### src/tetris_ai_defines.svh
`ifndef TETRIS_AI_DEFINES_SVH
`define TETRIS_AI_DEFINES_SVH

// ============================================================
// Board geometry
// ============================================================
`define BOARD_ROWS 20   // Row 0 at the top
`define BOARD_COLS 10

// Move space, 4 rotations by 10 leftmost columns
`define NUM_MOVES  40
`define NUM_ROT    4
`define NUM_PIECES 7    // I O T S Z J L

// Field widths
`define MOVE_ID_W  6
`define Q_W        18   // Signed score

// ============================================================
// Heuristic weights, integer
// ============================================================
`define W_LINES    76   // Reward per cleared row
`define W_HEIGHT   51   // Penalty per unit of aggregate height
`define W_HOLES    36   // Penalty per covered empty cell
`define W_BUMP     18   // Penalty per unit of surface roughness

`endif
### src/hw/tetris_ai_pkg.sv
`include "tetris_ai_defines.svh"

package tetris_ai_pkg;

  // ============================================================
  // Vector types
  // ============================================================
  typedef logic [`BOARD_ROWS-1:0][`BOARD_COLS-1:0] board_t; // [row][col], row 0 on top
  typedef logic [4:0]                   piece_t;    // I=0 O=1 T=2 S=3 Z=4 J=5 L=6
  typedef logic [`MOVE_ID_W-1:0]        move_id_t;  // rot*10 + col
  typedef logic signed [`Q_W-1:0]       q_value_t;
  typedef logic [3:0]                   col_t;
  typedef logic [4:0]                   row_t;

  // ============================================================
  // Stage payloads
  // ============================================================

  // Decode to execute
  typedef struct packed {
    move_id_t         move_id;
    logic [1:0]       rot;
    col_t             col;     // Leftmost column of the piece box
    logic [3:0][1:0]  cell_r;  // Row offsets inside the box
    logic [3:0][1:0]  cell_c;  // Column offsets inside the box
    logic [2:0]       width;   // 1 to 4
    logic             legal;   // Known piece, fits horizontally
  } move_req_t;

  // Execute to result
  typedef struct packed {
    move_id_t  move_id;
    q_value_t  q_value;
    logic      legal;          // Also covers spawn collision
  } eval_res_t;

  // Sequencer FSM
  typedef enum logic [1:0] {
    IDLE,
    ISSUE,
    DRAIN
  } seq_state_e;

endpackage

### src/hw/ai_best_select.sv
`timescale 1ns/1ps

module ai_best_select (
  input  logic                       clk,
  input  logic                       arst_n,
  input  logic                       res_valid,
  input  tetris_ai_pkg::eval_res_t   res,
  input  logic                       last_in,
  input  logic                       start_accept,
  output logic                       best_valid,
  output tetris_ai_pkg::move_id_t    best_move_id,
  output tetris_ai_pkg::q_value_t    best_q_value,
  output logic                       done
);

  logic take;

  // Strictly greater only, so ties keep the earlier and lower id
  assign take = res_valid && res.legal &&
                (!best_valid || (res.q_value > best_q_value));

  // ============================================================
  // Running best
  // ============================================================
  always_ff @(posedge clk or negedge arst_n) begin
    if (!arst_n) begin
      best_valid   <= 1'b0;
      best_move_id <= '0;
      best_q_value <= '0;
    end else begin
      if (start_accept) begin
        best_valid   <= 1'b0;       // New search
        best_move_id <= '0;
        best_q_value <= '0;
      end else if (take) begin
        best_valid   <= 1'b1;
        best_move_id <= res.move_id;
        best_q_value <= res.q_value;
      end
    end
  end

  // Done follows the tagged last result by one cycle
  always_ff @(posedge clk or negedge arst_n) begin
    if (!arst_n) begin
      done <= 1'b0;
    end else begin
      done <= res_valid && last_in;
    end
  end

  // Only one result per search carries the tag
  a_done_pulse : assert property (@(posedge clk) disable iff (!arst_n)
    done |=> !done);

endmodule

### config.mk
export PLATFORM = sky130hd
export DESIGN_NAME = ai_best_select
export DESIGN_NICKNAME = d
export VERILOG_FILES = /design/src/hw/tetris_ai_pkg.sv /design/src/hw/ai_best_select.sv
export VERILOG_INCLUDE_DIRS = /design/src
export SDC_FILE = /design/constraint.sdc
export NUM_CORES = 1
export LEC_CHECK = 0
export ABC_AREA = 0
export BUFFER_PORTS_ARGS = -buffer_cell sky130_fd_sc_hd__buf_2
export CORE_MARGIN = 1
export CORE_UTILIZATION = 50
export CTS_BUF_LIST = sky130_fd_sc_hd__clkbuf_8
export CTS_CLUSTER_DIAMETER = 60
export DETAILED_ROUTE_END_ITERATION = 6
export PLACE_DENSITY = 0.78
export SLEW_MARGIN = 20
export SYNTH_ARGS = -nofsm -noshare
export SYNTH_HDL_FRONTEND = slang
export SYNTH_SLANG_ARGS = --single-unit
### constraint.sdc
create_clock -name clk -period 3.3 [get_ports clk]
set_input_delay 0.165 -clock clk [delete_from_list [all_inputs] [get_ports clk]]
set_output_delay 0.165 -clock clk [all_outputs]
set_load 0.01 [all_outputs]
==> metrics.txt <==
Crit Path Max Fanout=24; crit path time final=2.59 ns; Placed Instances=272; register area share after synthesis=36.6%; Final Hold Viols=0; R2R setup slack=0.71 ns; critical path class=reg -> reg; Worst Path Arrival=2.78 ns; met1 Use GR=24.4%; post-synth top area share=36.6%; most used routing layer=met2; Critical Path Source Type=flop; Cell Count, Final, Fillers Out=277; Slew @ Worst Pin=0.590 ns; number of global-route vias before repair=1189; Mapped Area=0.00178 mm²; die height=61.6 µm; post-CTS sizing=0; critical path's slowest cell=buf_4; worst setup margin=0.711 ns; fmax=0.386 GHz; hpwl dp=2400 µm; Vias/cell=4.99; Place WS=0.704 ns; Synth Area per Inst=10.0 µm²; count of cell types in the netlist=24; Ant. Diodes=0; num ports=56; Synth async-reset ratio=100%; die area=0.00380 mm²; Final #Nets=280; Placement Cell Area=0.00207 mm²; Slew HR=60.6%; RSZ-0062 raised after global routing=no; final core utilization=63.4%; post-synthesis register bit count=26; DRC violations left=0; number of buffers created by CTS=3; Clk Latency, worst-skew pair=0.27 ns; total of max-cap violations=0; outcome=complete, no violations; Hold Path Class=in -> reg; yosys warns=0; critical-path cell list=inv_1 > ha_1 > nand4_4 > nor4_4 > a211oi_1 > mux2_4 > nor3_4 > buf_4 > mux2i_1; Setup TNS Final=0 ns; clk_skew=0.00442 ns; row count=21; share of post-route cells with drive strength above 1=27.7%; Synth area leaders=dfrtp_1 37%, nand2b_1 17%, mux2i_1 14%; Top FF cell, synth=dfrtp_1; final setup fails=0; EDFF count, synth=0; vias=1381; GPL Wtd Cong=0.752; FF-to-FF End=best_q_value[2]; initial antenna violation count=0; VDD IR max=0.188 mV; Total GRT Usage=18.3%; cell family with most CP delay=simple AND/OR/NAND/NOR gates; met2 Usage GRT=29.5%; Hold Crit Depth=2; Leak=0.00115 µW; Routed wire per std cell=11.7 µm; pin count of the biggest net entering global routing=50; core area=0.00336 mm²; GR Overflow Total=0; synthesis-to-finish area growth=20.1%; initial cell density of the core=52.8%; Pwr Density=374 mW/mm²; min-delay src=last_in; ratio of final minimum period to clock period=78.4%; remaining antenna violation count=0; R2R Path Start=best_q_value[17]; Buf+Inv Stages, Crit Path=2; # clock sinks=26; Max H-tree Level=1; Post-Syn Nets=225; input/output buffers=55; CTS tree=done; Post-Synthesis Cells=177; worst-case clock buffer depth=2; CP endpoint kind=flop; number of setup buffers added after CTS=0; Pre-Repair DR Iteration Count=4; Finished Cell Area=0.00213 mm²; drt initial violations=34; Hold Path End=done; Crit path largest cell delay=0.40 ns; DRT Wirelength=3240 µm; met3 GRT Util=3.36%; max-slew violation count=0; area leader, netlist=dfrtp_1; Worst-path clk slew=0.09 ns; Die X=61.6 µm; Crit path required time=3.49 ns; # hold bufs at CTS=1; first-pass GRT wire length=5080 µm; R2R cell count=9; clock root buffer=clkbuf_8
sequential cells by signal, indices dropped and copies added, names as in the netlist:
register and cells:
best_move_id 6, done 1, best_q_value 18, best_valid 1
synth_stat cells, types with 2 or more instances:
cell,n
o221ai_1,2
inv_1,19
mux2i_1,24
dfrtp_1,26
nor2_1,4
buf_8,2
ha_1,18
clkbuf_1,5
a21oi_1,9
nand2b_1,48
nand2_1,5
nand4_1,3
logic make-up (layout without fill, tap and decap cells):
group	Yosys count	after routing	synth area share [%]
AO/OA/AOI/OAI	15	15	5.14
adder cells (fa/ha/maj)	18	18	12.7
buffers and inverters	26	80	6.76
flip-flops	26	26	36.6
multiplexers	25	25	14.4
AND/OR/NAND/NOR	67	67	24.4
metal layers:
layer	wire (µm)	vias up	share of wire, %
met3	192	4	5.9
met1	1530	642	47
met4	35	0	1.1
met5	0	-	0
met2	1480	35	46
li1	-	700	-
cells in the final DEF, fill, tap and decap left out, types with 2 or more instances in the layout:
| cell | instances |
|---|---|
| nand4_1 | 3 |
| clkbuf_8 | 4 |
| nand2b_1 | 48 |
| inv_1 | 19 |
| mux2i_1 | 24 |
| o221ai_1 | 2 |
| a21oi_1 | 9 |
| nor2_1 | 4 |
| nand2_1 | 5 |
| dfrtp_1 | 26 |
| ha_1 | 18 |
| buf_2 | 55 |
worst max path at each step:
stage                 endpoint              from  slack [ns]  depth (start not counted)
5_1_grt        best_q_value[1]  best_q_value[17]        0.54                          9
2_1_floorplan  best_move_id[0]  best_q_value[17]        0.83                          9
3_3_place_gp   best_q_value[5]  best_q_value[17]        0.78                          9
4_1_cts        best_q_value[2]  best_q_value[17]        0.69                          9
6_report       best_q_value[2]  best_q_value[17]        0.71                          9
3_5_place_dp   best_q_value[2]  best_q_value[17]        0.70                          9
layout make-up:
class                           instances  area (µm²)
Tap cell                               46        57.6
Sequential cell                        26         651
Fill cell                             328        1230
Timing Repair Buffer                   57         293
Inverter                               19        71.3
Multi-Input combinational cell        125        1010
Clock buffer                            4        55.1
stage by stage:
stage / power, µW / hold WS [ns]
6_report: 797 / 0.119
5_1_grt: 849 / 0.131
4_1_cts: 804 / 0.118
3_5_place_dp: 595 / 0.202
3_3_place_gp: 591 / 0.199
2_1_floorplan: 524 / -0.131
power by group:
part           internal [µW]  switching (µW)
registers                344            18.2
clock network            107             105
logic                    107             116
Power figures use the tool's default switching activity.
