$ cat src/tetris_ai_defines.svh
`ifndef TETRIS_AI_DEFINES_SVH
`define TETRIS_AI_DEFINES_SVH

// ============================================================
// Board geometry
// ============================================================
`define BOARD_ROWS 20   // Row 0 at the top
`define BOARD_COLS 10

// Move space, 4 rotations by 10 leftmost columns
`define NUM_MOVES  40
`define NUM_ROT    4
`define NUM_PIECES 7    // I O T S Z J L

// Field widths
`define MOVE_ID_W  6
`define Q_W        18   // Signed score

// ============================================================
// Heuristic weights, integer
// ============================================================
`define W_LINES    76   // Reward per cleared row
`define W_HEIGHT   51   // Penalty per unit of aggregate height
`define W_HOLES    36   // Penalty per covered empty cell
`define W_BUMP     18   // Penalty per unit of surface roughness

`endif
$ cat src/hw/tetris_ai_pkg.sv
`include "tetris_ai_defines.svh"

package tetris_ai_pkg;

  // ============================================================
  // Vector types
  // ============================================================
  typedef logic [`BOARD_ROWS-1:0][`BOARD_COLS-1:0] board_t; // [row][col], row 0 on top
  typedef logic [4:0]                   piece_t;    // I=0 O=1 T=2 S=3 Z=4 J=5 L=6
  typedef logic [`MOVE_ID_W-1:0]        move_id_t;  // rot*10 + col
  typedef logic signed [`Q_W-1:0]       q_value_t;
  typedef logic [3:0]                   col_t;
  typedef logic [4:0]                   row_t;

  // ============================================================
  // Stage payloads
  // ============================================================

  // Decode to execute
  typedef struct packed {
    move_id_t         move_id;
    logic [1:0]       rot;
    col_t             col;     // Leftmost column of the piece box
    logic [3:0][1:0]  cell_r;  // Row offsets inside the box
    logic [3:0][1:0]  cell_c;  // Column offsets inside the box
    logic [2:0]       width;   // 1 to 4
    logic             legal;   // Known piece, fits horizontally
  } move_req_t;

  // Execute to result
  typedef struct packed {
    move_id_t  move_id;
    q_value_t  q_value;
    logic      legal;          // Also covers spawn collision
  } eval_res_t;

  // Sequencer FSM
  typedef enum logic [1:0] {
    IDLE,
    ISSUE,
    DRAIN
  } seq_state_e;

endpackage

$ cat src/hw/ai_move_decode.sv
`timescale 1ns/1ps
`include "tetris_ai_defines.svh"

module ai_move_decode (
  input  logic                       clk,
  input  logic                       arst_n,
  input  logic                       id_valid,
  input  tetris_ai_pkg::move_id_t    move_id,
  input  logic                       last_in,
  input  tetris_ai_pkg::piece_t      piece,
  output logic                       req_valid,
  output tetris_ai_pkg::move_req_t   req,
  output logic                       last_out
);

  logic [1:0]          rot;
  tetris_ai_pkg::col_t col;
  logic [3:0][3:0]     cells;   // Per cell nibble {row, col}, cell 3 leftmost
  logic [2:0]          width;
  logic                known;

  // Split id into rotation and column, compares against 10, 20, 30
  always_comb begin
    rot = 2'd0;
    col = move_id[3:0];
    for (int r = 1; r < `NUM_ROT; r++) begin
      if (move_id >= `MOVE_ID_W'(r * `BOARD_COLS)) begin
        rot = r[1:0];
        col = 4'(move_id - `MOVE_ID_W'(r * `BOARD_COLS));
      end
    end
  end

  // ============================================================
  // Shape table, clockwise turns renormalized to top left
  // ============================================================
  always_comb begin
    known = (piece < 5'(`NUM_PIECES));
    cells = 16'h0000;
    width = 3'd1;
    case (piece)
      5'd0: begin                                   // I
        if (rot[0]) begin cells = 16'hC840; width = 3'd1; end // Vertical
        else        begin cells = 16'h3210; width = 3'd4; end
      end
      5'd1: begin cells = 16'h5410; width = 3'd2; end // O, all rotations alike
      5'd2: begin                                   // T
        case (rot)
          2'd0:    begin cells = 16'h6541; width = 3'd3; end // .X. / XXX
          2'd1:    begin cells = 16'h8540; width = 3'd2; end // Points right
          2'd2:    begin cells = 16'h5210; width = 3'd3; end // XXX / .X.
          default: begin cells = 16'h9541; width = 3'd2; end // Points left
        endcase
      end
      5'd3: begin                                   // S, two distinct shapes
        if (rot[0]) begin cells = 16'h9540; width = 3'd2; end
        else        begin cells = 16'h5421; width = 3'd3; end
      end
      5'd4: begin                                   // Z
        if (rot[0]) begin cells = 16'h8541; width = 3'd2; end
        else        begin cells = 16'h6510; width = 3'd3; end
      end
      5'd5: begin                                   // J
        case (rot)
          2'd0:    begin cells = 16'h6540; width = 3'd3; end // X.. / XXX
          2'd1:    begin cells = 16'h8410; width = 3'd2; end
          2'd2:    begin cells = 16'h6210; width = 3'd3; end
          default: begin cells = 16'h9851; width = 3'd2; end
        endcase
      end
      5'd6: begin                                   // L
        case (rot)
          2'd0:    begin cells = 16'h6542; width = 3'd3; end // ..X / XXX
          2'd1:    begin cells = 16'h9840; width = 3'd2; end
          2'd2:    begin cells = 16'h4210; width = 3'd3; end
          default: begin cells = 16'h9510; width = 3'd2; end
        endcase
      end
      default: ;                                    // Not a piece, flagged below
    endcase
  end

  // ============================================================
  // Output register
  // ============================================================
  always_ff @(posedge clk or negedge arst_n) begin
    if (!arst_n) begin
      req_valid <= 1'b0;
      last_out  <= 1'b0;
    end else begin
      req_valid <= id_valid;
      last_out  <= id_valid && last_in;
    end
  end

  always_ff @(posedge clk) begin
    if (id_valid) begin
      req.move_id <= move_id;
      req.rot     <= rot;
      req.col     <= col;
      for (int k = 0; k < 4; k++) begin
        req.cell_r[k] <= cells[k][3:2];
        req.cell_c[k] <= cells[k][1:0];
      end
      req.width   <= width;
      req.legal   <= known && ((5'(col) + 5'(width)) <= 5'(`BOARD_COLS)); // Right wall
    end
  end

endmodule

$ cat config.mk
export PLATFORM = sky130hd
export DESIGN_NAME = ai_move_decode
export DESIGN_NICKNAME = d
export VERILOG_FILES = /design/src/hw/tetris_ai_pkg.sv /design/src/hw/ai_move_decode.sv
export VERILOG_INCLUDE_DIRS = /design/src
export SDC_FILE = /design/constraint.sdc
export NUM_CORES = 1
export LEC_CHECK = 0
export BUFFER_PORTS_ARGS = -buffer_cell sky130_fd_sc_hd__buf_2
export CAP_MARGIN = 20
export CORE_UTILIZATION = 47
export DETAILED_ROUTE_END_ITERATION = 16
export PLACE_DENSITY = 0.75
export SYNTH_ARGS = -nofsm -noshare
export SYNTH_HDL_FRONTEND = slang
export SYNTH_SLANG_ARGS = --single-unit
$ cat constraint.sdc
create_clock -name clk -period 0.8 [get_ports clk]
set_clock_uncertainty 0.15 [all_clocks]
set_input_delay 0.08 -clock clk [delete_from_list [all_inputs] [get_ports clk]]
set_output_delay 0.08 -clock clk [all_outputs]
set_load 0.01 [all_outputs]
==> metrics, run 1 <==
status=complete, but fails checks; failing checks=hold timing, setup timing; delay-heaviest family, CP=simple AND/OR/NAND/NOR gates; clk root buf=clkbuf_8; Clock transition at path regs=70 ps; Power Dens Cells=1580 nW/um^2; yosys synthesis warning count=0; Finished Cell Area=3240 um^2; final period demand of the worst path=2840 ps; Final Max Slew Viols=0; DR vias/cell=5.99; CP arrival=2720 ps; Setup crit start=move_id[2]; Post-synth top flop=edfxtp_1; register area share after synthesis=between 40% and 50%; Initial Util=49.5%; Setup crit start kind=primary input; Die Wd=64.5 um; die area=4160 um^2; routed vias=1942; Iter 0 DRT Violations=239; RSZ-0062 raised after global routing=yes; WL final=7100 um; CP required=690 ps; Antenna Violating Nets Remaining=0; Core Rows=22; Layout Nets=slightly above 300; H-Tree Depth=2; pin count of the biggest net entering global routing=24; DRC=0; cell mode on critical path=ha_4; number of I/O pins=49; worst path cell trace=buf_12 > ha_4 > nor4bb_4 > or3_4 > o21ai_4 > inv_6 > a21oi_2 > nand3_2 > ha_4 > inv_2 > fa_1 > nor2b_2 > nor2_1 > o2111ai_1 > mux2i_1; Crit Path Class=primary input to register; worst-path fanout max=4; vias in the first global route=1598; Final HPWL DP=3050 um; total CTS buffers=5; hold depth=2; critical path capture point type=register; multi-input logic area=1170 um^2; height of the die=between 60 and 70 um; Post-synth ARST share=under 10%; Register Area=between 800 and 900 um^2; library cells used by synthesis=47; number of port buffers=between 40 and 50; Core Util, Final=87.1%; post-route setup slack=-2040 ps; GRT Total Usage=about a quarter; filler cell count=156; Hold WC Path Type=primary input to register; EDFF count, synth=28; final hold slack=-144 ps; TritonRoute pass-1 iters=6; pre-CTS setup slack=-2320 ps; Buf+Inv Stages, Crit Path=3; Final Hold Fails=5; Post-Syn Area=1840 um^2; first-pass GRT wire length=7990 um; CTS max path bufs=2; Sink Count=30; hold_buf cts=1; initial antenna violation count=0; Syn Area/Cell=11.3 um^2; Slowest cell on crit path=fa_1; CP max stage delay=430 ps; Area Growth Syn to Fin=76.1%; core area=3720 um^2; layout cells sized above 1=65.2%; Static Leak=1.35 nW; crit share post-route=355%; min-delay src=last_in; max-cap viol count=0; hold path endpoint=last_out; Post-Syn Instances=163; Final Setup Violations=53; DP Area=2450 um^2; Peak VDD IR=1100 uV; diode count=0; Routed WL per cell=roughly 22 um; CTS tree=done; f_max=352 MHz; GRT overflow=0; placer congestion estimate=0.906; #FFs+latches synth=30
-- worst max-delay path by stage --
stage,to,depth (start not counted)
after global placement,req[0],15
after CTS,req[0],16
after floorplan,req[0],15
after detailed placement,req[0],16
final,req[0],15
after global routing,req[0],15
-- cell families (layout without fill, tap and decap cells) --
kind of cell | count (synthesis) | in the layout | share of synthesized area (%)
fa+ha+maj | 15 | 15 | 10.6
compound gates | 37 | 37 | 14.7
simple gates | 50 | 50 | 14.6
buf+inv | 23 | 134 | 7.83
mux | 2 | 2 | 1.16
xor+xnor | 5 | 5 | 2.38
flops | 30 | 30 | 48.5
other cells | 1 | 3 | 0.204
-- cell usage after synthesis (4+ instances only) --
library cell,n,area share [%]
ha_1,14,9.5
inv_1,11,2.2
nor2b_1,4,1.4
nor3_1,4,1.1
xnor2_1,4,1.9
nor2_1,8,1.6
edfxtp_1,28,46
buf_4,4,1.6
o21ai_0,8,2.2
a21oi_1,9,2.5
nand2_1,14,2.9
-- timing repair --
action,in CTS,in global routing
pin swaps,19,16
endpoints found under the hold margin,7,6
gates resized for setup,56,57
setup buffers,14,16
setup endpoints to repair,53,53
-- sequential cells by signal, indices dropped and copies added (netlist names) --
register   count
req           28
last_out       1
req_valid      1
-- through the flow --
stage                     hold slack (ps)  cells  setup TNS, ps  total power, mW
after CTS                            -153    314         -29480             4.66
after global placement               -284    292         -30950             2.94
after detailed placement             -277    292         -31810             2.97
final                                -144    324         -34990             5.11
after global routing                 -117    324         -36600             5.24
after floorplan                      -366    165         -22970             2.50
-- final cells by class --
| cell class | count | area share (%) |
|---|---|---|
| inverters | 12 | 2.55 |
| well taps | 48 | 1.86 |
| clock buffers | 8 | 3.40 |
| flip-flops and latches | 30 | 27.5 |
| multi-input cells | 112 | 36.2 |
| repair buffers | 114 | 28.5 |
-- routing by layer --
metal	part of all wire (%)	global-route usage (%)	vias up	wire [um]
met5	0	0	-	0
met4	5.0	11.4	0	356
met3	6.9	4.40	39	493
met2	51	45.3	138	3650
met1	37	32.4	952	2600
li1	-	-	813	-
-- power breakdown --
part	switching (mW)	leakage (nW)	total, mW	internal (mW)
sequential	0.0347	0.295	1.89	1.86
combinational	0.883	0.996	1.73	0.848
clock	0.615	0.0575	1.48	0.869
total	1.53	1.35	5.11	3.58
-- cells in the final DEF, fill, tap and decap left out, types with 4 or more instances in the layout --
master	n
buf_4	43
buf_2	39
edfxtp_1	28
buf_6	23
nand2_1	12
ha_4	10
clkbuf_8	8
nor2_1	7
inv_2	5
buf_8	5
a21oi_2	4
o21ai_2	4
a21oi_1	4
ha_1	4
Power figures use the tool's default switching activity.
==> run 2: changes to the inputs <==
- CORE_MARGIN: not set -> 10
- SKIP_LAST_GASP: not set -> 1
==> metrics, run 2 (synthesis results as in run 1) <==
status=complete, but fails checks (unchanged); failing checks=hold timing, setup timing (unchanged); number of I/O pins=49 (unchanged); final period demand of the worst path=2770 ps (was 2840 ps); worst-path fanout max=4 (unchanged); placer congestion estimate=0.898 (was 0.906); Initial Util=49.5% (unchanged); hold_buf cts=1 (unchanged); Final HPWL DP=3540 um (was 3050 um); most common cell after layout, fill and taps aside=buf_4 (unchanged); die area=6810 um^2 (was 4160 um^2); critical path capture point type=register (unchanged); number of port buffers=45 (unchanged); Largest Register=req (unchanged); Regs by FF count=req: 28 flops, last_out: 1 flops, req_valid: 1 flops (unchanged); diode count=0 (unchanged); post-route setup slack=-1970 ps (was -2040 ps); Final Hold Fails=5 (unchanged); Routed WL per cell=26.0 um (was 21.9 um); f_max=361 MHz (was 352 MHz); GRT Total Usage=19.8% (was 26.3%); GRT overflow=0 (unchanged); crit share post-route=347% (was 355%); height of the die=82.5 um (was 64.5 um); Final Setup Violations=53 (unchanged); Antenna Violating Nets Remaining=0 (unchanged); DR vias/cell=6.15 (was 5.99); total CTS buffers=5 (unchanged); max FFs per register=28 (unchanged); initial antenna violation count=0 (unchanged); Peak VDD IR=932 uV (was 1100 uV); routed vias=2047 (was 1942); RSZ-0062 raised after global routing=yes (unchanged); Static Leak=1.39 nW (was 1.35 nW); pin count of the biggest net entering global routing=19 (was 24); final hold slack=-159 ps (was -144 ps); max-cap viol count=0 (unchanged); Sink Count=30 (unchanged); Iter 0 DRT Violations=332 (was 239); Post-Layout Cell Count=333 (was 324); Buf+Inv Stages, Crit Path=4 (was 3); Core Rows=22 (unchanged); Placed Cells=294 (was 292); CTS tree=done (unchanged); delay-heaviest family, CP=simple AND/OR/NAND/NOR gates (unchanged); Layout Nets=314 (was 305); total power=5.08 mW (was 5.11 mW); CP arrival=2670 ps (was 2720 ps); Final Max Slew Viols=0 (unchanged); Area Growth Syn to Fin=77.1% (was 76.1%); H-Tree Depth=2 (unchanged); DRC=0 (unchanged); CP max stage delay=430 ps (about the same); CP required=700 ps (was 690 ps); first-pass GRT wire length=10000 um (was 7990 um); Slowest cell on crit path=fa_1 (unchanged); worst path cell trace=buf_12 > inv_8 > ha_4 > and2b_1 > or3_4 > o21ai_4 > inv_6 > o21ai_2 > nand3_2 > ha_4 > inv_2 > fa_1 > nor2b_2 > nor2_1 > o2111ai_1 > mux2i_1 (was buf_12 > ha_4 > nor4bb_4 > or3_4 > o21ai_4 > inv_6 > a21oi_2 > nand3_2 > ha_4 > inv_2 > fa_1 > nor2b_2 > nor2_1 > o2111ai_1 > mux2i_1); layout cells sized above 1=64.9% (was 65.2%); TritonRoute pass-1 iters=5 (was 6); Setup crit start kind=primary input (unchanged); Die Wd=82.5 um (was 64.5 um); WL final=8650 um (was 7100 um); core area=3720 um^2 (unchanged); commonest non-fill, non-tap cells in the layout=buf_4, buf_2, edfxtp_1 (unchanged); Power Dens Cells=1560 nW/um^2 (was 1580 nW/um^2); clk root buf=clkbuf_8 (unchanged); CTS max path bufs=2 (unchanged); vias in the first global route=1816 (was 1598); cell mode on critical path=ha_4 (unchanged); Crit Path Class=primary input to register (unchanged); Clock transition at path regs=70 ps (about the same); Hold WC Path Type=primary input to register (unchanged)
[run 2: path summary, 6_finish.rpt]
check / start / end / slack, ps / cells after the start
setup / recovery: move_id[2] / req[0] / -1970 / 16
hold / removal: last_in / last_out / -160 / 2
max in group asynchronous: arst_n / req_valid / 400 / 2
min in group asynchronous: arst_n / last_out / -10 / 2
[run 2: stage by stage]
stage	TNS, ps	utilization (%)	setup WS, ps	instance area, um^2
2_1_floorplan	-22970	-	-2070	1910
4_1_cts	-31390	80.2	-1830	2980
5_1_grt	-36500	87.6	-2030	3260
3_3_place_gp	-31400	66.6	-2220	2470
6_report	-34660	87.6	-1970	3260
3_5_place_dp	-32410	66.6	-2320	2470
[run 2: cell type report]
type,instances,area [um^2]
Tap cell,48,60.1
Clock buffer,7,86.3
Inverter,12,75.1
Sequential cell,30,891
Timing Repair Buffer,123,993
Clock inverter,1,5.00
Multi-Input combinational cell,112,1140
Fill cell,146,460
[run 2: layer usage]
| metal | track usage, % | vias up | wire length (um) |
|---|---|---|---|
| met1 | 23.4 | 962 | 3070 |
| met4 | 8.19 | 0 | 512 |
| li1 | - | 828 | - |
| met3 | 3.89 | 59 | 903 |
| met2 | 34.2 | 198 | 4170 |
| met5 | 0 | - | 0 |
[run 2: where the power goes]
part           internal (mW)  leakage, nW  switching [mW]  total, mW
Clock                  0.694       0.0482           0.671       1.37
Sequential              1.86        0.295          0.0441       1.90
Combinational          0.873         1.04           0.933       1.81
Total                   3.43         1.39            1.65       5.08
[run 2: what timing repair did]
| item | 4_1_cts | 5_1_grt |
|---|---|---|
| pin swaps | 30 | 20 |
| gates resized for setup | 58 | 46 |
| setup endpoints to repair | 53 | 53 |
| setup buffers | 20 | 18 |
| hold endpoints to repair | 5 | 5 |
