[config.mk]
export PLATFORM = sky130hd
export DESIGN_NAME = ai_sequencer
export DESIGN_NICKNAME = d
export VERILOG_FILES = /design/src/hw/tetris_ai_pkg.sv /design/src/hw/ai_sequencer.sv
export VERILOG_INCLUDE_DIRS = /design/src
export SDC_FILE = /design/constraint.sdc
export NUM_CORES = 1
export LEC_CHECK = 0
export BUFFER_PORTS_ARGS = -buffer_cell sky130_fd_sc_hd__buf_4
export CORE_AREA = 4 4 163 165
export CTS_CLUSTER_SIZE = 25
export DETAILED_ROUTE_END_ITERATION = 8
export DIE_AREA = 0 0 167 169
export GPL_TIMING_DRIVEN = 0
export PLACE_DENSITY = 0.58
export REMOVE_ABC_BUFFERS = 1
export SLEW_MARGIN = 5
export SYNTH_ARGS = -nofsm -noshare
export SYNTH_HDL_FRONTEND = slang
export SYNTH_SLANG_ARGS = --single-unit
export TNS_END_PERCENT = 50
[constraint.sdc]
create_clock -name clk -period 6 [get_ports clk]
set_input_delay 1.2 -clock clk [delete_from_list [all_inputs] [get_ports clk]]
set_output_delay 1.2 -clock clk [all_outputs]
set_load 0.03 [all_outputs]
[src/tetris_ai_defines.svh]
`ifndef TETRIS_AI_DEFINES_SVH
`define TETRIS_AI_DEFINES_SVH

// ============================================================
// Board geometry
// ============================================================
`define BOARD_ROWS 20   // Row 0 at the top
`define BOARD_COLS 10

// Move space, 4 rotations by 10 leftmost columns
`define NUM_MOVES  40
`define NUM_ROT    4
`define NUM_PIECES 7    // I O T S Z J L

// Field widths
`define MOVE_ID_W  6
`define Q_W        18   // Signed score

// ============================================================
// Heuristic weights, integer
// ============================================================
`define W_LINES    76   // Reward per cleared row
`define W_HEIGHT   51   // Penalty per unit of aggregate height
`define W_HOLES    36   // Penalty per covered empty cell
`define W_BUMP     18   // Penalty per unit of surface roughness

`endif
[src/hw/tetris_ai_pkg.sv]
`include "tetris_ai_defines.svh"

package tetris_ai_pkg;

  // ============================================================
  // Vector types
  // ============================================================
  typedef logic [`BOARD_ROWS-1:0][`BOARD_COLS-1:0] board_t; // [row][col], row 0 on top
  typedef logic [4:0]                   piece_t;    // I=0 O=1 T=2 S=3 Z=4 J=5 L=6
  typedef logic [`MOVE_ID_W-1:0]        move_id_t;  // rot*10 + col
  typedef logic signed [`Q_W-1:0]       q_value_t;
  typedef logic [3:0]                   col_t;
  typedef logic [4:0]                   row_t;

  // ============================================================
  // Stage payloads
  // ============================================================

  // Decode to execute
  typedef struct packed {
    move_id_t         move_id;
    logic [1:0]       rot;
    col_t             col;     // Leftmost column of the piece box
    logic [3:0][1:0]  cell_r;  // Row offsets inside the box
    logic [3:0][1:0]  cell_c;  // Column offsets inside the box
    logic [2:0]       width;   // 1 to 4
    logic             legal;   // Known piece, fits horizontally
  } move_req_t;

  // Execute to result
  typedef struct packed {
    move_id_t  move_id;
    q_value_t  q_value;
    logic      legal;          // Also covers spawn collision
  } eval_res_t;

  // Sequencer FSM
  typedef enum logic [1:0] {
    IDLE,
    ISSUE,
    DRAIN
  } seq_state_e;

endpackage

[src/hw/ai_sequencer.sv]
`timescale 1ns/1ps
`include "tetris_ai_defines.svh"

module ai_sequencer (
  input  logic                   clk,
  input  logic                   arst_n,
  input  logic                   start,
  input  tetris_ai_pkg::board_t  board,
  input  tetris_ai_pkg::piece_t  piece_type,
  output logic                   busy,
  output tetris_ai_pkg::board_t  board_q,
  output tetris_ai_pkg::piece_t  piece_q,
  output logic                   id_valid,
  output tetris_ai_pkg::move_id_t move_id,
  output logic                   last_issue,
  input  logic                   done
);

  tetris_ai_pkg::seq_state_e state;
  tetris_ai_pkg::move_id_t   cnt;    // Next id to issue
  logic                      accept;

  assign accept = start && (state == tetris_ai_pkg::IDLE);

  // ============================================================
  // Control FSM
  // ============================================================
  always_ff @(posedge clk or negedge arst_n) begin
    if (!arst_n) begin
      state <= tetris_ai_pkg::IDLE;
      cnt   <= '0;
    end else begin
      case (state)
        tetris_ai_pkg::IDLE: begin
          if (accept) begin
            state <= tetris_ai_pkg::ISSUE;
            cnt   <= '0;
          end
        end
        tetris_ai_pkg::ISSUE: begin
          cnt <= cnt + 1'b1;                    // One id per cycle
          if (last_issue) state <= tetris_ai_pkg::DRAIN;
        end
        tetris_ai_pkg::DRAIN: begin
          if (done) state <= tetris_ai_pkg::IDLE; // Pipeline emptied
        end
        default: state <= tetris_ai_pkg::IDLE;
      endcase
    end
  end

  // Snapshot of the inputs, frozen for the whole search
  always_ff @(posedge clk) begin
    if (accept) begin
      board_q <= board;
      piece_q <= piece_type;
    end
  end

  assign busy       = (state != tetris_ai_pkg::IDLE);
  assign id_valid   = (state == tetris_ai_pkg::ISSUE);
  assign move_id    = cnt;
  assign last_issue = id_valid && (cnt == `MOVE_ID_W'(`NUM_MOVES - 1)); // Tag for id 39

  // Counter never leaves the move space while issuing
  a_id_range : assert property (@(posedge clk) disable iff (!arst_n)
    id_valid |-> (move_id < `MOVE_ID_W'(`NUM_MOVES)));

endmodule

==> metrics.md, run 1 <==
| Metric | Value |
|---|---|
| CP Data Required Time | `4.80 ns` |
| Htree depth | `1` |
| Leakage | `0.00448 µW` |
| Final worst clock skew | `0.00543 ns` |
| DR iter-0 viols | `208` |
| Highest clock rate | `347 MHz` |
| IO Pins | `423` |
| Psw | `958 µW` |
| Utilization after layout | `0.438` |
| DRT Pass-1 Iters | `4` |
| Data arrival, critical path | `1.69 ns` |
| Synth Instances | `246` |
| # Post-CTS Setup Buffers | `0` |
| Seq/Total Area, Yosys | `0.966` |
| Setup-failing EPs final | `0` |
| Fin. Hold Viols | `0` |
| CP Max Fanout | `4` |
| Clock Path Buffers | `3` |
| Hpwl dp | `14400 µm` |
| Area Growth Syn to Fin | `66.7%` |
| Hold Path Class | `primary input to async pin` |
| Clk network pwr share | `0.377` |
| GRT Util Overall | `0.123` |
| CTS resizes | `0` |
| Reg-to-Reg Start | `state[0]` |
| Largest net degree at the start of global routing | `155` |
| Combinational share of power | `0.149` |
| Die Wd | `167 µm` |
| First-pass GRT wire length | `26700 µm` |
| TritonCTS buffer count | `24` |
| Maximum VDD drop | `0.252 mV` |
| Die Y-Extent | `169 µm` |
| Setup total negative slack | `0 ns` |
| Final hold slack | `0.508 ns` |
| N_diodes | `0` |
| Synth Cell Area | `0.00658 mm²` |
| Netlist cell types | `21` |
| Via density | `3.91` |
| CP startpoint kind | `register` |
| Initial antenna violation count | `1` |
| Share of cells above drive strength 1 | `0.649` |
| Worst r2r path cells | `3` |
| Critical path type | `register to output port` |
| Wire per inst | `18.1 µm` |
| Final Cycle Share | `0.481` |
| Switching Share | `0.250` |
| Via count | `4062` |
| Antenna-violating nets left | `0` |
| Slew Limit Fails | `0` |
| Post-route minimum period | `2.89 ns` |
| Root Buffer | `clkbuf_16` |
| Max transition margin | `0.423` |
| Vias in the first global route | `4352` |
| CTS Hold Buffers Added | `0` |
| Fillers | `2265` |
| Reg2reg end | `board_q[120]` |
| Outcome | `finished clean` |
| PD cells | `349 mW/mm²` |
| Remaining Overflow, GRT | `0` |
| Max-cap violations | `0` |
| Slack of the worst reg-to-reg path | `3.55 ns` |
| DRC viols | `0` |
| # clock sinks | `213` |
| Unrepaired setup endpoints after global routing | `no` |
| Syn avg cell area | `26.7 µm²` |
| Worst skew pair latency | `0.50 ns` |
| CP Capture Type | `output port` |
| Nets | `904` |
| Reg power frac | `0.474` |
| Total routed wirelength | `18800 µm` |
| Worst Tran Pin Value | `0.866 ns` |
| Yosys warns | `0` |
| Internal Dissipation | `2870 µW` |
| # rows | `58` |
| GP Congestion | `0.771` |
| Worst Setup EP | `last_issue` |
| Clk slew on worst S/H paths | `0.06 ns` |
| Register bit count reported by yosys | `213` |
| Initial core utilization | `0.263` |
| CTS tree | `done` |
| Port Buffers | `422` |
| Die area | `0.0282 mm²` |
| Critical path origin | `move_id[1]` |
| Core area | `0.0250 mm²` |
## synth_stat cells
cell / n / area (µm²)
buf_6: 1 / 11.3
nand2b_4: 1 / 13.8
nand2b_1: 1 / 6.26
and3_1: 1 / 6.26
mux2i_1: 3 / 30.0
nor2_1: 2 / 7.51
nand2_1: 7 / 26.3
inv_2: 1 / 3.75
o21ai_1: 1 / 5.00
nand3_2: 3 / 30.0
or2_1: 1 / 6.26
edfxtp_1: 205 / 6160
nor2b_1: 2 / 12.5
o22ai_1: 1 / 6.26
dfrtp_1: 8 / 200
nand4_1: 3 / 18.8
a21o_1: 1 / 7.51
ha_1: 1 / 12.5
clkinv_2: 1 / 5.00
or3b_1: 1 / 8.76
o21ai_0: 1 / 5.00
## stage by stage
| stage | power [µW] | cell area (µm²) | worst slack, ns | std cells |
|---|---|---|---|---|
| 4_1_cts | 3890 | 11000 | 3.07 | 1040 |
| 6_report | 3830 | 11000 | 3.11 | 1040 |
| 5_1_grt | 4000 | 11000 | 2.98 | 1040 |
| 3_5_place_dp | 2420 | 10200 | 2.79 | 998 |
| 2_1_floorplan | 2130 | 6570 | 1.60 | 245 |
| 3_3_place_gp | 2430 | 10100 | 0.217 | 997 |
## worst min path at each step
| stage | from | to | slack, ns | depth (start not counted) |
|---|---|---|---|---|
| after global placement | move_id[5] | move_id[5] | 0.51 | 1 |
| final | arst_n | move_id[5] | 0.51 | 1 |
| after floorplan | state[0] | state[1] | 0.51 | 1 |
| after detailed placement | move_id[5] | move_id[5] | 0.51 | 1 |
| after global routing | arst_n | move_id[1] | 0.48 | 1 |
| after CTS | arst_n | move_id[2] | 0.48 | 1 |
## routing by layer
| metal | track usage | wire length (µm) | vias up |
|---|---|---|---|
| li1 | - | - | 1887 |
| met5 | 0 | 13 | - |
| met4 | 0.0295 | 310 | 2 |
| met1 | 0.129 | 6290 | 1889 |
| met3 | 0.0600 | 2450 | 32 |
| met2 | 0.224 | 9750 | 252 |
## power by group through the flow
| stage | registers, µW | clock network, µW | logic, µW |
|---|---|---|---|
| after floorplan | 2040 | 0 | 98.7 |
| after global placement | 1860 | 0 | 570 |
| after detailed placement | 1840 | 0 | 581 |
| after CTS | 1820 | 1500 | 581 |
| after global routing | 1830 | 1570 | 608 |
| final | 1810 | 1440 | 570 |
## logic make-up (layout without fill, tap and decap cells)
logic type,Yosys count,after routing,share of synthesized area
buffers and inverters,3,467,0.00304
AOI/OAI and AO/OA,4,4,0.00361
and+or+nand+nor,22,22,0.0207
adders and majority gates,1,1,0.00190
DFF,213,213,0.966
muxes,3,3,0.00456
## flip-flops by register name (all words and copies together) (netlist names)
signal	count
piece_q	5
board_q	200
move_id	6
state	2
## critical path, stage by stage (launching register included)
cell and delay (ns):
dfrtp_1 0.42, ha_1 0.24, nand4_1 0.18, nor2_1 0.16
buf_4 0.18
## cell usage in the layout (no fill, tap or decap), types with 2 or more instances in the layout
master / Yosys / layout
buf_4: 0 / 422
nor2_1: 2 / 2
mux2i_1: 3 / 3
clkbuf_16: 0 / 25
clkinvlp_4: 0 / 2
bufinv_16: 0 / 3
clkbuf_1: 0 / 2
dfrtp_1: 8 / 8
nand4_1: 3 / 3
nand2_1: 7 / 7
nor2b_1: 2 / 2
clkinv_1: 0 / 8
edfxtp_1: 205 / 205
nand3_2: 3 / 3
## final cells by class
type	count	area (µm²)	share of cell area
flip-flops and latches	213	6360	0.579
repair buffers	423	3200	0.291
clock buffers	27	633	0.0577
well taps	330	413	0.0376
multi-input cells	30	203	0.0185
clock inverters	15	149	0.0136
inverters	2	20.0	0.00183
No activity file was read; power rests on OpenSTA's default activity.
==> run 2, diff against run 1 <==
- CORE_AREA: 4 4 163 165 -> 4 4 164 166
- DIE_AREA: 0 0 167 169 -> 0 0 168 170
- PLACE_DENSITY: 0.58 -> 0.57
- clock period: 6 -> 2.7 ns (I/O delays scaled with it)
==> run 2 against run 1 <==
Design area decreased by 0.22%. Sequential share of layout area increased by 0.13 points. Critical path type is now register to register. Via count increased by 1.1%. Highest routed layer is now met4. Clock power increased by 110%. Routed wire length increased by 2.8%. Core utilization decreased by 1.1 points.
==> metrics.md, run 2 (synthesized netlist as in run 1, its figures left out) <==
| Metric | Value |
|---|---|
| Outcome | `finished clean` |
| DR iter-0 viols | `224` |
| Post-route minimum period | `2.40 ns` |
| GRT Util Overall | `0.122` |
| Placed inst area | `0.0102 mm²` |
| Worst skew pair latency | `0.50 ns` |
| Slew Limit Fails | `0` |
| Critical path type | `register to register` |
| Largest register by flop count | `board_q` |
| CP Max Fanout | `106` |
| Fillers | `2381` |
| Remaining Overflow, GRT | `0` |
| # clock sinks | `213` |
| Clock Path Buffers | `3` |
| Via density | `3.94` |
| Leakage | `0.00447 µW` |
| N_diodes | `0` |
| DRT Pass-1 Iters | `4` |
| IO Pins | `423` |
| Hold Path Class | `primary input to register` |
| Commonest cells after routing, fill and taps aside | `422 x buf_4, 205 x edfxtp_1, 25 x clkbuf_16, 8 x dfrtp_1, 7 x nand2_1` |
| Final Cycle Share | `0.888` |
| Critical path origin | `state[0]` |
| CTS tree | `done` |
| Root Buffer | `clkbuf_16` |
| DRC viols | `0` |
| Unrepaired setup endpoints after global routing | `no` |
| Reg-to-Reg Start | `state[0]` |
| Initial antenna violation count | `0` |
| Area Growth Syn to Fin | `66.4%` |
| Share of cells above drive strength 1 | `0.650` |
| Hpwl dp | `14900 µm` |
| DP Worst Slack | `0.118 ns` |
| Setup-failing EPs final | `0` |
| Via count | `4105` |
| Total routed wirelength | `19300 µm` |
| First-pass GRT wire length | `26500 µm` |
| Data arrival, critical path | `2.54 ns` |
| Antenna-violating nets left | `0` |
| CP Capture Type | `register` |
| Die Y-Extent | `170 µm` |
| Nets | `905` |
| PD cells | `767 mW/mm²` |
| TritonCTS buffer count | `24` |
| Max reg flops | `200` |
| Port Buffers | `422` |
| Final hold slack | `0.206 ns` |
| Vias in the first global route | `4223` |
| Largest net degree at the start of global routing | `107` |
| Wire per inst | `18.5 µm` |
| Initial core utilization | `0.257` |
| Die Wd | `168 µm` |
| Core area | `0.0256 mm²` |
| Max-cap violations | `0` |
| # Post-CTS Setup Buffers | `0` |
| HP Start | `board[64]` |
| Maximum VDD drop | `0.673 mV` |
| CP Data Required Time | `2.84 ns` |
| Max transition margin | `0.625` |
| Final worst clock skew | `0.00431 ns` |
| Worst Tran Pin Value | `0.563 ns` |
| Most common cell after layout, fill and taps aside | `buf_4` |
| Die area | `0.0286 mm²` |
| Final instance area | `0.0109 mm²` |
| Htree depth | `1` |
| CTS resizes | `0` |
| Highest clock rate | `417 MHz` |
| GP Congestion | `0.738` |
| # rows | `59` |
| Clk slew on worst S/H paths | `0.06 ns` |
| CTS Hold Buffers Added | `1` |
| CP startpoint kind | `register` |
| Fin. Hold Viols | `0` |
| Final worst slack | `0.302 ns` |
[run 2: cell count changes in the layout (fill, tap and decap cells not counted), sizes merged]
| cell | previous run | this run |
|---|---|---|
| bufinv | 3 | 2 |
| clkbuf | 27 | 28 |
| clkinv | 11 | 9 |
| clkinvlp | 2 | 1 |
| dlygate4sd3 | 0 | 1 |
[run 2: stage by stage]
step	total power [µW]	cells	util	TNS, ns
finish	8400	1043	0.427	0
CTS	8540	1043	0.427	0
detailed placement	5400	1003	0.398	0
global route	8750	1043	0.427	0
global placement	5410	1002	0.396	-495.95
floorplan	4740	245	-	-213.07
[run 2: area by class of cell]
cell class	instances	area [µm²]	share of cell area
flip-flops and latches	213	6360	0.581
repair buffers	424	3210	0.293
clock buffers	28	637	0.0582
well taps	335	419	0.0383
multi-input cells	30	203	0.0185
clock inverters	11	105	0.00960
inverters	2	20.0	0.00183
[run 2: power breakdown]
group | switching (µW) | internal, µW | total [µW]
sequential | 115 | 3920 | 4040
clock | 1230 | 1860 | 3090
combinational | 770 | 504 | 1270
total | 2120 | 6280 | 8400
[run 2: final timing paths]
check                               end  slack, ns  depth (start not counted)
max                        board_q[135]       0.30                          3
min                         board_q[64]       0.21                          1
max reg2reg                board_q[135]       0.30                          3
min reg2reg                  move_id[5]       0.54                          1
max in group asynchronous    move_id[1]       2.18                          2
min in group asynchronous    move_id[5]       0.39                          2
[run 2: layer usage]
layer | vias up | GRT usage | share of wire
met1 | 1925 | 0.128 | 0.33
met3 | 32 | 0.0616 | 0.13
met2 | 259 | 0.220 | 0.51
met5 | - | 0 | 0
li1 | 1889 | - | -
met4 | 0 | 0.0307 | 0.019
[run 2: critical path, cell delays in order (launching register included)]
cell      delay [ns]
dfrtp_1         0.43
or3b_1          0.60
clkinv_8        0.44
buf_16          0.43
